[config.mk]
export PLATFORM = sky130hd
export DESIGN_NAME = surfturf_wrapper
export DESIGN_NICKNAME = d
export VERILOG_FILES = /design/src/logic/surfturf_pkg.sv /design/src/logic/wb_bus_if.sv /design/src/logic/cmd_field_hold.sv /design/src/logic/wb_addr_decode.sv /design/src/logic/surfturf_register_core.sv /design/src/logic/turfio_cmd_splice.sv /design/src/logic/turf_status_regs.sv /design/src/logic/surfturf_wrapper.sv
export SDC_FILE = /design/constraint.sdc
export NUM_CORES = 1
export LEC_CHECK = 0
export BUFFER_PORTS_ARGS = -buffer_cell sky130_fd_sc_hd__buf_2
export CELL_PAD_IN_SITES_DETAIL_PLACEMENT = 0
export CELL_PAD_IN_SITES_GLOBAL_PLACEMENT = 1
export CORE_MARGIN = 2
export CORE_UTILIZATION = 49
export DETAILED_ROUTE_END_ITERATION = 10
export PLACE_DENSITY_LB_ADDON = 0.08
export SLEW_MARGIN = 10
export SYNTH_ARGS = -nofsm -noshare
export SYNTH_HDL_FRONTEND = slang
export SYNTH_SLANG_ARGS = --single-unit
[constraint.sdc]
create_clock -name sysclk_i -period 2.9 [get_ports sysclk_i]
set_input_delay 0.58 -clock sysclk_i [delete_from_list [all_inputs] [get_ports sysclk_i]]
set_output_delay 0.58 -clock sysclk_i [all_outputs]
set_load 0.02 [all_outputs]
[src/logic/surfturf_pkg.sv]
`default_nettype none

package surfturf_pkg;

    // register bus widths
    localparam int ADR_W = 12;
    localparam int DAT_W = 32;

    // address map: eight 64-byte slots, bit 11 selects the command core
    localparam int SLOT_SEL_LSB     = 6;
    localparam int SLOT_COUNT       = 8;
    localparam int SLOT_W           = $clog2(SLOT_COUNT);
    localparam int SPLICE_SPACE_BIT = 11;

    // word index within a slot comes from address bits 5:2
    localparam int REG_IDX_LSB = 2;
    localparam int REG_IDX_W   = 4;

    localparam logic [REG_IDX_W-1:0] REG_CTRL   = 'd0;
    localparam logic [REG_IDX_W-1:0] REG_RUNCMD = 'd1;
    localparam logic [REG_IDX_W-1:0] REG_TRIG   = 'd2;
    localparam logic [REG_IDX_W-1:0] REG_FW     = 'd3;
    localparam logic [REG_IDX_W-1:0] REG_STATUS = 'd4;

    localparam logic [REG_IDX_W-1:0] ST_LOCKED    = 'd0;
    localparam logic [REG_IDX_W-1:0] ST_LAST_CMD  = 'd1;
    localparam logic [REG_IDX_W-1:0] ST_CMD_COUNT = 'd2;

    // local command payloads
    typedef logic [1:0]  runcmd_t;
    typedef logic [14:0] trig_t;
    typedef struct packed {
        logic       mark;
        logic [7:0] data;
    } fw_t;
    typedef logic pps_t;

    // spliced word layout, shared with the TURF command word
    localparam int SPL_RUNCMD_LSB   = 0;
    localparam int SPL_TRIG_LSB     = 2;
    localparam int SPL_FW_LSB       = 17;
    localparam int SPL_FW_VALID_BIT = 25;
    localparam int SPL_FW_MARK_BIT  = 26;
    localparam int SPL_FW_GROUP_W   = 10;
    localparam int SPL_PPS_BIT      = 27;
    localparam int SPL_ZERO_LSB     = 28;

endpackage

`default_nettype wire

[src/logic/wb_bus_if.sv]
`timescale 1ns/1ns
`default_nettype none

interface wb_bus_if;
    import surfturf_pkg::*;

    logic             cyc;
    logic             stb;
    logic             we;
    logic [ADR_W-1:0] adr;
    logic [DAT_W-1:0] dat_w;
    logic [DAT_W-1:0] dat_r;
    logic             ack;

    // master holds its request until ack
    modport master (
        output cyc, stb, we, adr, dat_w,
        input  dat_r, ack
    );

    // slave acks one cycle after stb with dat_r valid alongside
    modport slave (
        input  cyc, stb, we, adr, dat_w,
        output dat_r, ack
    );

endinterface

`default_nettype wire

[src/logic/cmd_field_hold.sv]
`timescale 1ns/1ns
`default_nettype none

module cmd_field_hold #(
    parameter type payload_t = logic
) (
    input  logic     sysclk_i,
    input  logic     rst_n_i,
    input  logic     load_i,
    input  payload_t value_i,
    input  logic     take_i,
    output logic     pending_o,
    output payload_t value_o,
    output logic     overflow_o
);

    always_ff @(posedge sysclk_i or negedge rst_n_i) begin
        if (!rst_n_i) begin
            pending_o  <= 1'b0;
            overflow_o <= 1'b0;
        end else begin
            // a load alongside a take stays pending
            pending_o <= load_i | (pending_o & !take_i);
            // pending value replaced before it left
            if (load_i && pending_o && !take_i) begin
                overflow_o <= 1'b1;
            end
        end
    end

    always_ff @(posedge sysclk_i) begin
        if (load_i) begin
            value_o <= value_i;
        end
    end

endmodule

`default_nettype wire

[src/logic/wb_addr_decode.sv]
`timescale 1ns/1ns
`default_nettype none

module wb_addr_decode (
    input  logic                             sysclk_i,
    input  logic                             rst_n_i,
    input  logic                             wb_cyc_i,
    input  logic                             wb_stb_i,
    input  logic                             wb_we_i,
    input  logic [surfturf_pkg::ADR_W-1:0]   wb_adr_i,
    input  logic [surfturf_pkg::DAT_W-1:0]   wb_dat_i,
    output logic [surfturf_pkg::DAT_W-1:0]   wb_dat_o,
    output logic                             wb_ack_o,
    wb_bus_if.master                         core_o,
    wb_bus_if.master                         slot0_o
);
    import surfturf_pkg::*;

    logic              req;
    logic              splice_sel;
    logic [SLOT_W-1:0] slot;
    logic              nomap_sel;
    logic              nomap_ack;

    assign req        = wb_cyc_i & wb_stb_i;
    assign splice_sel = wb_adr_i[SPLICE_SPACE_BIT];
    assign slot       = wb_adr_i[SLOT_SEL_LSB +: SLOT_W];
    // slots 1 to 7 have no PHY behind them
    assign nomap_sel  = !splice_sel && (slot != '0);

    assign core_o.cyc   = wb_cyc_i;
    assign core_o.stb   = req & splice_sel;
    assign core_o.we    = wb_we_i;
    assign core_o.adr   = wb_adr_i;
    assign core_o.dat_w = wb_dat_i;

    assign slot0_o.cyc   = wb_cyc_i;
    assign slot0_o.stb   = req & !splice_sel & (slot == '0);
    assign slot0_o.we    = wb_we_i;
    assign slot0_o.adr   = wb_adr_i;
    assign slot0_o.dat_w = wb_dat_i;

    always_ff @(posedge sysclk_i or negedge rst_n_i) begin
        if (!rst_n_i) begin
            nomap_ack <= 1'b0;
        end else begin
            nomap_ack <= req & nomap_sel & !nomap_ack;
        end
    end

    // return path, the address is held until ack
    always_comb begin
        if (splice_sel) begin
            wb_ack_o = core_o.ack;
            wb_dat_o = core_o.dat_r;
        end else if (slot == '0) begin
            wb_ack_o = slot0_o.ack;
            wb_dat_o = slot0_o.dat_r;
        end else begin
            wb_ack_o = nomap_ack;
            wb_dat_o = '0;
        end
    end

endmodule

`default_nettype wire

[src/logic/surfturf_register_core.sv]
`timescale 1ns/1ns
`default_nettype none

module surfturf_register_core (
    input  logic                  sysclk_i,
    input  logic                  rst_n_i,
    wb_bus_if.slave               bus_i,
    output logic                  runcmd_stb_o,
    output surfturf_pkg::runcmd_t runcmd_o,
    output logic                  trig_stb_o,
    output surfturf_pkg::trig_t   trig_o,
    output logic                  fw_stb_o,
    output surfturf_pkg::fw_t     fw_o,
    input  logic                  fw_marked_i,
    input  logic [2:0]            overflow_i,
    output logic                  disable_rxclk_o
);
    import surfturf_pkg::*;

    logic                 ack_q;
    logic                 accept;
    logic                 wr;
    logic [REG_IDX_W-1:0] reg_idx;
    logic [DAT_W-1:0]     rd_data;
    logic [DAT_W-1:0]     dat_r_q;
    logic                 fw_marked_q;

    assign accept  = bus_i.cyc & bus_i.stb & !ack_q;
    assign wr      = accept & bus_i.we;
    assign reg_idx = bus_i.adr[REG_IDX_LSB +: REG_IDX_W];

    assign bus_i.ack   = ack_q;
    assign bus_i.dat_r = dat_r_q;

    always_comb begin
        rd_data = '0;
        case (reg_idx)
            REG_CTRL:   rd_data[0] = disable_rxclk_o;
            REG_RUNCMD: rd_data[$bits(runcmd_t)-1:0] = runcmd_o;
            REG_TRIG:   rd_data[$bits(trig_t)-1:0] = trig_o;
            REG_FW:     rd_data[$bits(fw_t)-1:0] = fw_o;
            // sticky marked flag, then the three overflow bits
            REG_STATUS: rd_data[3:0] = {overflow_i, fw_marked_q};
            default:    rd_data = '0;
        endcase
    end

    always_ff @(posedge sysclk_i or negedge rst_n_i) begin
        if (!rst_n_i) begin
            ack_q           <= 1'b0;
            dat_r_q         <= '0;
            runcmd_stb_o    <= 1'b0;
            trig_stb_o      <= 1'b0;
            fw_stb_o        <= 1'b0;
            disable_rxclk_o <= 1'b0;
            fw_marked_q     <= 1'b0;
        end else begin
            ack_q        <= accept;
            runcmd_stb_o <= wr && (reg_idx == REG_RUNCMD);
            trig_stb_o   <= wr && (reg_idx == REG_TRIG);
            fw_stb_o     <= wr && (reg_idx == REG_FW);
            if (accept) begin
                dat_r_q <= rd_data;
            end
            if (wr && (reg_idx == REG_CTRL)) begin
                disable_rxclk_o <= bus_i.dat_w[0];
            end
            // a new marked byte wins over a clear in the same cycle
            if (fw_marked_i) begin
                fw_marked_q <= 1'b1;
            end else if (wr && (reg_idx == REG_STATUS)) begin
                fw_marked_q <= 1'b0;
            end
        end
    end

    // payloads launched alongside the strobes
    always_ff @(posedge sysclk_i) begin
        if (wr && (reg_idx == REG_RUNCMD)) begin
            runcmd_o <= runcmd_t'(bus_i.dat_w[$bits(runcmd_t)-1:0]);
        end
        if (wr && (reg_idx == REG_TRIG)) begin
            trig_o <= trig_t'(bus_i.dat_w[$bits(trig_t)-1:0]);
        end
        if (wr && (reg_idx == REG_FW)) begin
            fw_o <= fw_t'(bus_i.dat_w[$bits(fw_t)-1:0]);
        end
    end

endmodule

`default_nettype wire

[src/logic/turfio_cmd_splice.sv]
`timescale 1ns/1ns
`default_nettype none

module turfio_cmd_splice (
    input  logic                           sysclk_i,
    input  logic                           rst_n_i,
    input  logic                           sync_i,
    input  logic [surfturf_pkg::DAT_W-1:0] command_i,
    input  logic                           command_valid_i,
    input  logic                           command_locked_i,
    input  logic                           runcmd_stb_i,
    input  surfturf_pkg::runcmd_t          runcmd_i,
    input  logic                           trig_stb_i,
    input  surfturf_pkg::trig_t            trig_i,
    input  logic                           fw_stb_i,
    input  surfturf_pkg::fw_t              fw_i,
    input  logic                           tfio_pps_i,
    input  logic                           use_tfio_pps_i,
    output logic [surfturf_pkg::DAT_W-1:0] spliced_o,
    output logic                           spliced_valid_o,
    output logic                           fw_marked_o,
    output logic [2:0]                     overflow_o
);
    import surfturf_pkg::*;

    runcmd_t          runcmd_val;
    trig_t            trig_val;
    fw_t              fw_val;
    pps_t             pps_val;
    logic             runcmd_pend;
    logic             trig_pend;
    logic             fw_pend;
    logic             pps_pend;
    logic             pps_q;
    logic             pps_load;
    logic [DAT_W-1:0] turf_q;
    logic             turf_pend;
    logic [DAT_W-1:0] next_word;

    // rising edge of the local pps, only when it is the selected source
    assign pps_load = tfio_pps_i & !pps_q & use_tfio_pps_i;

    cmd_field_hold #(.payload_t(runcmd_t)) u_runcmd (
        .sysclk_i(sysclk_i), .rst_n_i(rst_n_i), .load_i(runcmd_stb_i), .value_i(runcmd_i),
        .take_i(sync_i), .pending_o(runcmd_pend), .value_o(runcmd_val),
        .overflow_o(overflow_o[0]));
    cmd_field_hold #(.payload_t(trig_t)) u_trig (
        .sysclk_i(sysclk_i), .rst_n_i(rst_n_i), .load_i(trig_stb_i), .value_i(trig_i),
        .take_i(sync_i), .pending_o(trig_pend), .value_o(trig_val),
        .overflow_o(overflow_o[1]));
    cmd_field_hold #(.payload_t(fw_t)) u_fw (
        .sysclk_i(sysclk_i), .rst_n_i(rst_n_i), .load_i(fw_stb_i), .value_i(fw_i),
        .take_i(sync_i), .pending_o(fw_pend), .value_o(fw_val),
        .overflow_o(overflow_o[2]));
    cmd_field_hold #(.payload_t(pps_t)) u_pps (
        .sysclk_i(sysclk_i), .rst_n_i(rst_n_i), .load_i(pps_load), .value_i(1'b1),
        .take_i(sync_i), .pending_o(pps_pend), .value_o(pps_val),
        .overflow_o());

    // field precedence: local pending, then captured TURF command, then zero
    always_comb begin
        next_word = '0;
        if (runcmd_pend) begin
            next_word[SPL_RUNCMD_LSB +: $bits(runcmd_t)] = runcmd_val;
        end else if (turf_pend) begin
            next_word[SPL_RUNCMD_LSB +: $bits(runcmd_t)] =
                turf_q[SPL_RUNCMD_LSB +: $bits(runcmd_t)];
        end
        if (trig_pend) begin
            next_word[SPL_TRIG_LSB +: $bits(trig_t)] = trig_val;
        end else if (turf_pend) begin
            next_word[SPL_TRIG_LSB +: $bits(trig_t)] = turf_q[SPL_TRIG_LSB +: $bits(trig_t)];
        end
        if (fw_pend) begin
            next_word[SPL_FW_LSB +: 8]    = fw_val.data;
            next_word[SPL_FW_VALID_BIT] = 1'b1;
            next_word[SPL_FW_MARK_BIT]  = fw_val.mark;
        end else if (turf_pend) begin
            next_word[SPL_FW_LSB +: SPL_FW_GROUP_W] = turf_q[SPL_FW_LSB +: SPL_FW_GROUP_W];
        end
        if (pps_pend) begin
            next_word[SPL_PPS_BIT] = pps_val;
        end else if (turf_pend) begin
            next_word[SPL_PPS_BIT] = turf_q[SPL_PPS_BIT];
        end
    end

    always_ff @(posedge sysclk_i or negedge rst_n_i) begin
        if (!rst_n_i) begin
            pps_q           <= 1'b0;
            turf_pend       <= 1'b0;
            spliced_o       <= '0;
            spliced_valid_o <= 1'b0;
            fw_marked_o     <= 1'b0;
        end else begin
            pps_q <= tfio_pps_i;
            // a fresh capture waits for the following sync
            if (command_valid_i && command_locked_i) begin
                turf_pend <= 1'b1;
            end else if (sync_i) begin
                turf_pend <= 1'b0;
            end
            if (sync_i) begin
                spliced_o <= {{(DAT_W-SPL_ZERO_LSB){1'b0}}, next_word[SPL_ZERO_LSB-1:0]};
            end
            spliced_valid_o <= sync_i;
            fw_marked_o     <= sync_i & fw_pend & fw_val.mark;
        end
    end

    always_ff @(posedge sysclk_i) begin
        if (command_valid_i && command_locked_i) begin
            turf_q <= command_i;
        end
    end

endmodule

`default_nettype wire

[src/logic/turf_status_regs.sv]
`timescale 1ns/1ns
`default_nettype none

module turf_status_regs (
    input  logic                           sysclk_i,
    input  logic                           rst_n_i,
    wb_bus_if.slave                        bus_i,
    input  logic [surfturf_pkg::DAT_W-1:0] command_i,
    input  logic                           command_valid_i,
    input  logic                           command_locked_i
);
    import surfturf_pkg::*;

    logic                 ack_q;
    logic                 accept;
    logic [REG_IDX_W-1:0] reg_idx;
    logic [DAT_W-1:0]     rd_data;
    logic [DAT_W-1:0]     dat_r_q;
    logic                 locked_q;
    logic [DAT_W-1:0]     last_cmd_q;
    logic [DAT_W-1:0]     cmd_count_q;

    // writes are acked like reads and have no effect
    assign accept  = bus_i.cyc & bus_i.stb & !ack_q;
    assign reg_idx = bus_i.adr[REG_IDX_LSB +: REG_IDX_W];

    assign bus_i.ack   = ack_q;
    assign bus_i.dat_r = dat_r_q;

    always_comb begin
        case (reg_idx)
            ST_LOCKED:    rd_data = {{(DAT_W-1){1'b0}}, locked_q};
            ST_LAST_CMD:  rd_data = last_cmd_q;
            ST_CMD_COUNT: rd_data = cmd_count_q;
            default:      rd_data = '0;
        endcase
    end

    always_ff @(posedge sysclk_i or negedge rst_n_i) begin
        if (!rst_n_i) begin
            ack_q       <= 1'b0;
            dat_r_q     <= '0;
            locked_q    <= 1'b0;
            last_cmd_q  <= '0;
            cmd_count_q <= '0;
        end else begin
            ack_q    <= accept;
            locked_q <= command_locked_i;
            if (accept) begin
                dat_r_q <= rd_data;
            end
            if (command_valid_i && command_locked_i) begin
                last_cmd_q  <= command_i;
                cmd_count_q <= cmd_count_q + 1'b1;
            end
        end
    end

endmodule

`default_nettype wire

[src/logic/surfturf_wrapper.sv]
`timescale 1ns/1ns
`default_nettype none

module surfturf_wrapper (
    input  logic                           sysclk_i,
    input  logic                           rst_n_i,
    input  logic                           wb_cyc_i,
    input  logic                           wb_stb_i,
    input  logic                           wb_we_i,
    input  logic [surfturf_pkg::ADR_W-1:0] wb_adr_i,
    input  logic [surfturf_pkg::DAT_W-1:0] wb_dat_i,
    output logic [surfturf_pkg::DAT_W-1:0] wb_dat_o,
    output logic                           wb_ack_o,
    input  logic                           sync_i,
    input  logic [surfturf_pkg::DAT_W-1:0] command_i,
    input  logic                           command_valid_i,
    input  logic                           command_locked_i,
    input  logic                           tfio_pps_i,
    input  logic                           use_tfio_pps_i,
    output logic [surfturf_pkg::DAT_W-1:0] spliced_o,
    output logic                           spliced_valid_o,
    output logic                           disable_rxclk_o
);
    import surfturf_pkg::*;

    wb_bus_if core_bus ();
    wb_bus_if slot0_bus ();

    logic       runcmd_stb;
    runcmd_t    runcmd;
    logic       trig_stb;
    trig_t      trig;
    logic       fw_stb;
    fw_t        fw;
    logic       fw_marked;
    logic [2:0] overflow;

    wb_addr_decode u_decode (
        .sysclk_i(sysclk_i), .rst_n_i(rst_n_i),
        .wb_cyc_i(wb_cyc_i), .wb_stb_i(wb_stb_i), .wb_we_i(wb_we_i),
        .wb_adr_i(wb_adr_i), .wb_dat_i(wb_dat_i), .wb_dat_o(wb_dat_o), .wb_ack_o(wb_ack_o),
        .core_o(core_bus.master), .slot0_o(slot0_bus.master));

    surfturf_register_core u_st_core (
        .sysclk_i(sysclk_i), .rst_n_i(rst_n_i), .bus_i(core_bus.slave),
        .runcmd_stb_o(runcmd_stb), .runcmd_o(runcmd),
        .trig_stb_o(trig_stb), .trig_o(trig),
        .fw_stb_o(fw_stb), .fw_o(fw),
        .fw_marked_i(fw_marked), .overflow_i(overflow),
        .disable_rxclk_o(disable_rxclk_o));

    // slot 0 stands in for the TURF link
    turf_status_regs u_turf (
        .sysclk_i(sysclk_i), .rst_n_i(rst_n_i), .bus_i(slot0_bus.slave),
        .command_i(command_i), .command_valid_i(command_valid_i),
        .command_locked_i(command_locked_i));

    turfio_cmd_splice u_splice (
        .sysclk_i(sysclk_i), .rst_n_i(rst_n_i), .sync_i(sync_i),
        .command_i(command_i), .command_valid_i(command_valid_i),
        .command_locked_i(command_locked_i),
        .runcmd_stb_i(runcmd_stb), .runcmd_i(runcmd),
        .trig_stb_i(trig_stb), .trig_i(trig),
        .fw_stb_i(fw_stb), .fw_i(fw),
        .tfio_pps_i(tfio_pps_i), .use_tfio_pps_i(use_tfio_pps_i),
        .spliced_o(spliced_o), .spliced_valid_o(spliced_valid_o),
        .fw_marked_o(fw_marked), .overflow_o(overflow));

endmodule

`default_nettype wire

Yosys cells after proc, flatten, opt, wreduce, memory -nomap -nowiden
Cells that the tools add are included.

Equality and inequality tests: 4. Multiplexer cells: 22. Bitwise gates (word level): 23. Reduce and logical (&&, ||, !) cells: 24. $add $sub $neg: 1.

Operator list (number): 32-bit case mux with 3 select lines (1); 32-bit two-way mux (2); 32-bit by 1-bit adder with 32-bit output (second input constant) (1); 15-bit two-way mux (2); 10-bit two-way mux (2); 1-bit AND (19); 1-bit logical AND (13); 5-bit case mux with 2 select lines (1); 4-bit by 2-bit == test with 1-bit output (second input constant) (2); 1-bit two-way mux (8); 1-bit logical NOT (6); 6-bit two-way mux (1); 2-bit case mux with 3 select lines (1); 1-bit case mux with 5 select lines (1); 4-bit by 1-bit == test with 1-bit output (second input constant) (1); 4-bit by 3-bit == test with 1-bit output (second input constant) (1); 4-bit logical NOT (1); 2-bit two-way mux (2); 1-bit OR (4); 1-bit case mux with 4 select lines (1); 2-bit nonzero test (2); 3-bit logical NOT (1); 3-bit nonzero test (1).

Register bits: 239. Input port bits: 86. Logic and storage cells: 108.

Depth between registers and ports, before layout
Word-level depth: 8. Mapped depth: 8. Gate-level depth less buffers: 5.

Modules after synthesis
Synthesis repeated with hierarchy kept, for this count alone.

Cells, all modules: 910. Area, all modules: 11131.9 µm².

By module, submodules not included: turf_status_regs (cells an instance 353, instances 1, sequential area each 2452.4 µm², area each 4186.5 µm²); turfio_cmd_splice (cells an instance 197, instances 1, sequential area each 1641.6 µm², area each 2503.7 µm²); surfturf_register_core (cells an instance 137, instances 1, sequential area each 1306.3 µm², area each 1975.6 µm²); wb_addr_decode (cells an instance 176, instances 1, sequential area each 25.0 µm², area each 1370.1 µm²); cmd_field_hold (u_splice.u_trig) (cells an instance 20, instances 1, sequential area each 500.5 µm², area each 521.8 µm²); cmd_field_hold (u_splice.u_fw) (cells an instance 14, instances 1, sequential area each 320.3 µm², area each 341.6 µm²); cmd_field_hold (u_splice.u_runcmd) (cells an instance 7, instances 1, sequential area each 110.1 µm², area each 131.4 µm²); cmd_field_hold (u_splice.u_pps) (cells an instance 6, instances 1, sequential area each 80.1 µm², area each 101.3 µm²).

Least setup slack after synthesis
No wires, ideal clock.

Kind: in2out. Start: in wb_adr_i[7] in the netlist's numbering. End: out wb_dat_o[10] in the netlist's numbering. Data arrival time: 2.005 ns. Data required time: 2.320 ns. Stages on the path: 4. Setup slack: 0.315 ns. Path buffers: 1. Cell sequence: nor3_1 -> clkbuf_1 -> nand2_1 -> o21ai_0.

Cells in the longest elaborated chain, start to end: 3.

RTL lines: from (decl) (line surfturf_wrapper.sv:10) `input logic [surfturf_pkg::ADR_W-1:0] wb_adr_i,`; 3-bit logical NOT (line wb_addr_decode.sv:56) `end else if (slot == '0) begin`; 32-bit two-way mux (line wb_addr_decode.sv:56); 32-bit two-way mux (line wb_addr_decode.sv:53) `if (splice_sel) begin`; to (decl) (line surfturf_wrapper.sv:12) `output logic [surfturf_pkg::DAT_W-1:0] wb_dat_o,`.

Every way passes these cells.

Worst setup path after layout
Start: in wb_adr_i[7] in the netlist's numbering. End: out wb_dat_o[1] in the netlist's numbering.

Same word-level chain as after synthesis.

==> run_results.csv <==
group,metric,value,unit
critical_path,cp_max_fo,18,
yosys,syn_avg_cell_area,12.9,µm²
die,die_area,20700,µm²
die,die_width,144,µm
final_layout,diodes,0,
placed_design,globalplace.congestion,0.868,
yosys,synth_common_cells,"dfrtp_1 (159), nand2_1 (81), edfxtp_1 (80)",
critical_path,ff2ff_path_depth,4,
sta,rsz0062_at_grt,"false",
clock_network,cts_buffer_depth,3,
sta,fin_crit_sh,81.8,%
yosys,synth.top_cell.area_share,41.6,%
grt,track_usage,21.7,%
outcome,status,"finished, final reports clean",
die,coreArea,19300,µm²
yosys,ys_ff_latch,239,
power,p_leak,4.82,nW
sta,tightest_slew,0.944,ns
placed_design,place_ws,0.579,ns
drt,drt-vias-per-instance,5.33,
yosys,synth_sequential_area_ratio,66.7,%
drt,vias,6158,
yosys,post-synth-top-area-cell,"dfrtp_1",
sta,fmax,0.421,GHz
critical_path,arrival,1.79,ns
critical_path,critPathCaptureType,"primary output",
yosys,ys_warn_count,0,
yosys,ys_types,48,
drt,firstDrtPassIters,4,
power,comb_power_share,7.9,%
yosys,synthArstFlopShare,66.5,%
drt,ant_nets,0,
power,p_clk_share,40.8,%
die,io_pins,153,
final_layout,final_area,11300,µm²
grt,antenna_found_initial,0,
placed_design,dp_hpwl,15600,µm
placed_design,dpl-instance-area,10500,µm²
clock_network,clock_latency,0.51,ns
drt,drtIter0Drc,381,
drt,drc,0,
clock_network,cts_sinks,239,
critical_path,crit-reg2reg-launch,"u_turf.cmd_count_q[13]$_DFFE_PN0P_",
final_layout,layout-drive-gt1-share,30.0,%
grt,grt-ovfl-total,0,
critical_path,crit_path_start,"wb_adr_i[7]",
die,die_h,144,µm
yosys,synth.most_common_cell,"dfrtp_1",
sta,slew-limit-headroom,36.9,%
final_layout,fill_cells,1646,
yosys,ys_top_cells_by_area,"dfrtp_1 (42%), edfxtp_1 (25%), mux2_2 (4.0%), nand2_1 (3.2%), nor2_1 (2.9%)",
clock_network,hold_buffers,0,
clock_network,clkTransAtPathRegs,0.06,ns
final_layout,syn_to_final_growth,18.4,%
die,row_count,51,
clock_network,cts_tree,"built",
critical_path,cp.required,2.32,ns
power,ir_drop,0.451,mV
sta,skew,0.00622,ns
power,power_density,664,nW/µm²
drt,wl,22000,µm
grt,grt_pass1_vias,6132,
die,start_util,49.5,%
critical_path,rrSetupSlack,1.05,ns
critical_path,worstSetupPathType,"in2out",
grt,grt_max_degree,73,
final_layout,nets,959,
power,p_sw,1.78,mW
clock_network,cts_root_buffer,"clkbuf_16",
power,pwr-share-seq,51.2,%
grt,grt_pass1_wl,34100,µm
clock_network,post_cts_buffers,0,
sta,period_minus_slack,2.37,ns
yosys,synth_flop_cell,"dfrtp_1",
hold_path,min_path_type,"in2async",
sta,fin_ws,0.527,ns
power,swShare,23.6,%
sta,maxSlewViolCount,0,
run,drv_cap,0,
placed_design,port_buffers,127,
sta,finalHoldViolCount,0,
yosys,syn_inst,741,
yosys,synth-edff-count,80,
clock_network,numCtsBuffers,25,
sta,fin_tns_setup,0,ns
drt,wl_per_cell,19.0,µm
clock_network,cts_resized,0,
sta,setup_viol,0,
critical_path,rr_endpoint,"u_turf.cmd_count_q[29]$_DFFE_PN0P_",
power,p_int,5.75,mW
critical_path,start_kind,"input port",
yosys,synth_area,9570,µm²
clock_network,cts_max_level,1,
worst max-delay path, stage by stage:
cell     delay (ns)
buf_2          0.12
nor3_2         0.18
buf_4          0.24
nand2_1        0.07
o21ai_0        0.35
buf_2          0.25
worst max path at each step:
stage,to,cells after the start
floorplan,wb_dat_o[10],4
CTS,wb_dat_o[2],6
detailed placement,wb_dat_o[2],6
finish,wb_dat_o[1],6
global placement,wb_dat_o[3],6
global route,wb_dat_o[0],6
kinds of logic (layout without fill, tap and decap cells):
family / after synthesis / after routing / synth area share (%)
AOI/OAI and AO/OA: 142 / 142 / 11.3
muxes: 38 / 38 / 4.42
adders and majority gates: 1 / 1 / 0.131
DFF: 239 / 239 / 66.7
buffers and inverters: 52 / 198 / 2.68
other: 1 / 4 / 0.0392
xor gates and xnor gates: 32 / 32 / 2.93
and+or+nand+nor: 236 / 236 / 11.9
cells in the final DEF (no fill, tap or decap), types with 5 or more instances in the layout:
cell type / instances
a21o_1: 5
a21oi_1: 12
a221oi_1: 29
a22o_1: 6
a22oi_1: 31
and2_1: 18
and3_1: 7
buf_2: 126
buf_4: 18
clkbuf_16: 25
clkinv_2: 8
dfrtp_1: 159
edfxtp_1: 80
mux2_2: 34
nand2_1: 81
nand3_1: 15
nand4_1: 15
nor2_1: 72
o21ai_0: 20
o21ai_2: 30
xnor2_1: 25
xor2_1: 7
registers in the layout, summed over array words and instances (netlist names), 2 cells and up:
name                       count
u_splice.u_trig.value_o       15
u_splice.u_fw.value_o          9
u_splice.turf_q               28
u_turf.cmd_count_q            32
u_st_core.runcmd_o             2
u_st_core.bus_i.dat_r         15
u_splice.spliced_o            28
u_st_core.trig_o              15
u_st_core.fw_o                 9
u_splice.u_runcmd.value_o      2
u_turf.last_cmd_q             32
u_turf.bus_i.dat_r            32
power groups by stage:
stage	Combinational (mW)	Sequential [mW]	Clock (mW)
after CTS	0.609	3.85	3.14
after global routing	0.664	3.88	3.28
after floorplan	0.317	3.91	0
after global placement	0.591	3.91	0
after detailed placement	0.607	3.92	0
final	0.598	3.85	3.07
cell type report:
| class | instances | area (µm²) | share of cell area (%) |
|---|---|---|---|
| sequential | 239 | 6380 | 56.3 |
| multi-input combinational | 453 | 2960 | 26.1 |
| timing repair buffer | 148 | 837 | 7.39 |
| clock buffer | 30 | 664 | 5.86 |
| tap | 265 | 332 | 2.93 |
| clock inverter | 15 | 130 | 1.15 |
| inverter | 5 | 23.8 | 0.210 |
metrics by stage:
step	total power [mW]	hold WS (ns)	cells	utilization, %
after global routing	7.82	0.127	1155	58.6
after global placement	4.50	0.413	1110	54.5
final	7.53	0.0896	1155	58.6
after floorplan	4.23	0.284	744	-
after CTS	7.60	0.104	1155	58.6
after detailed placement	4.52	0.410	1110	54.5
metal layers:
metal	global-route usage (%)	share of wire, %	vias up	routed length [µm]
li1	-	-	2938	-
met1	31.6	46	3066	10200
met2	34.7	48	127	10500
met3	3.13	4.4	27	956
met4	5.16	1.7	0	366
met5	0	0	-	0
No activity file was read; power rests on OpenSTA's default activity.
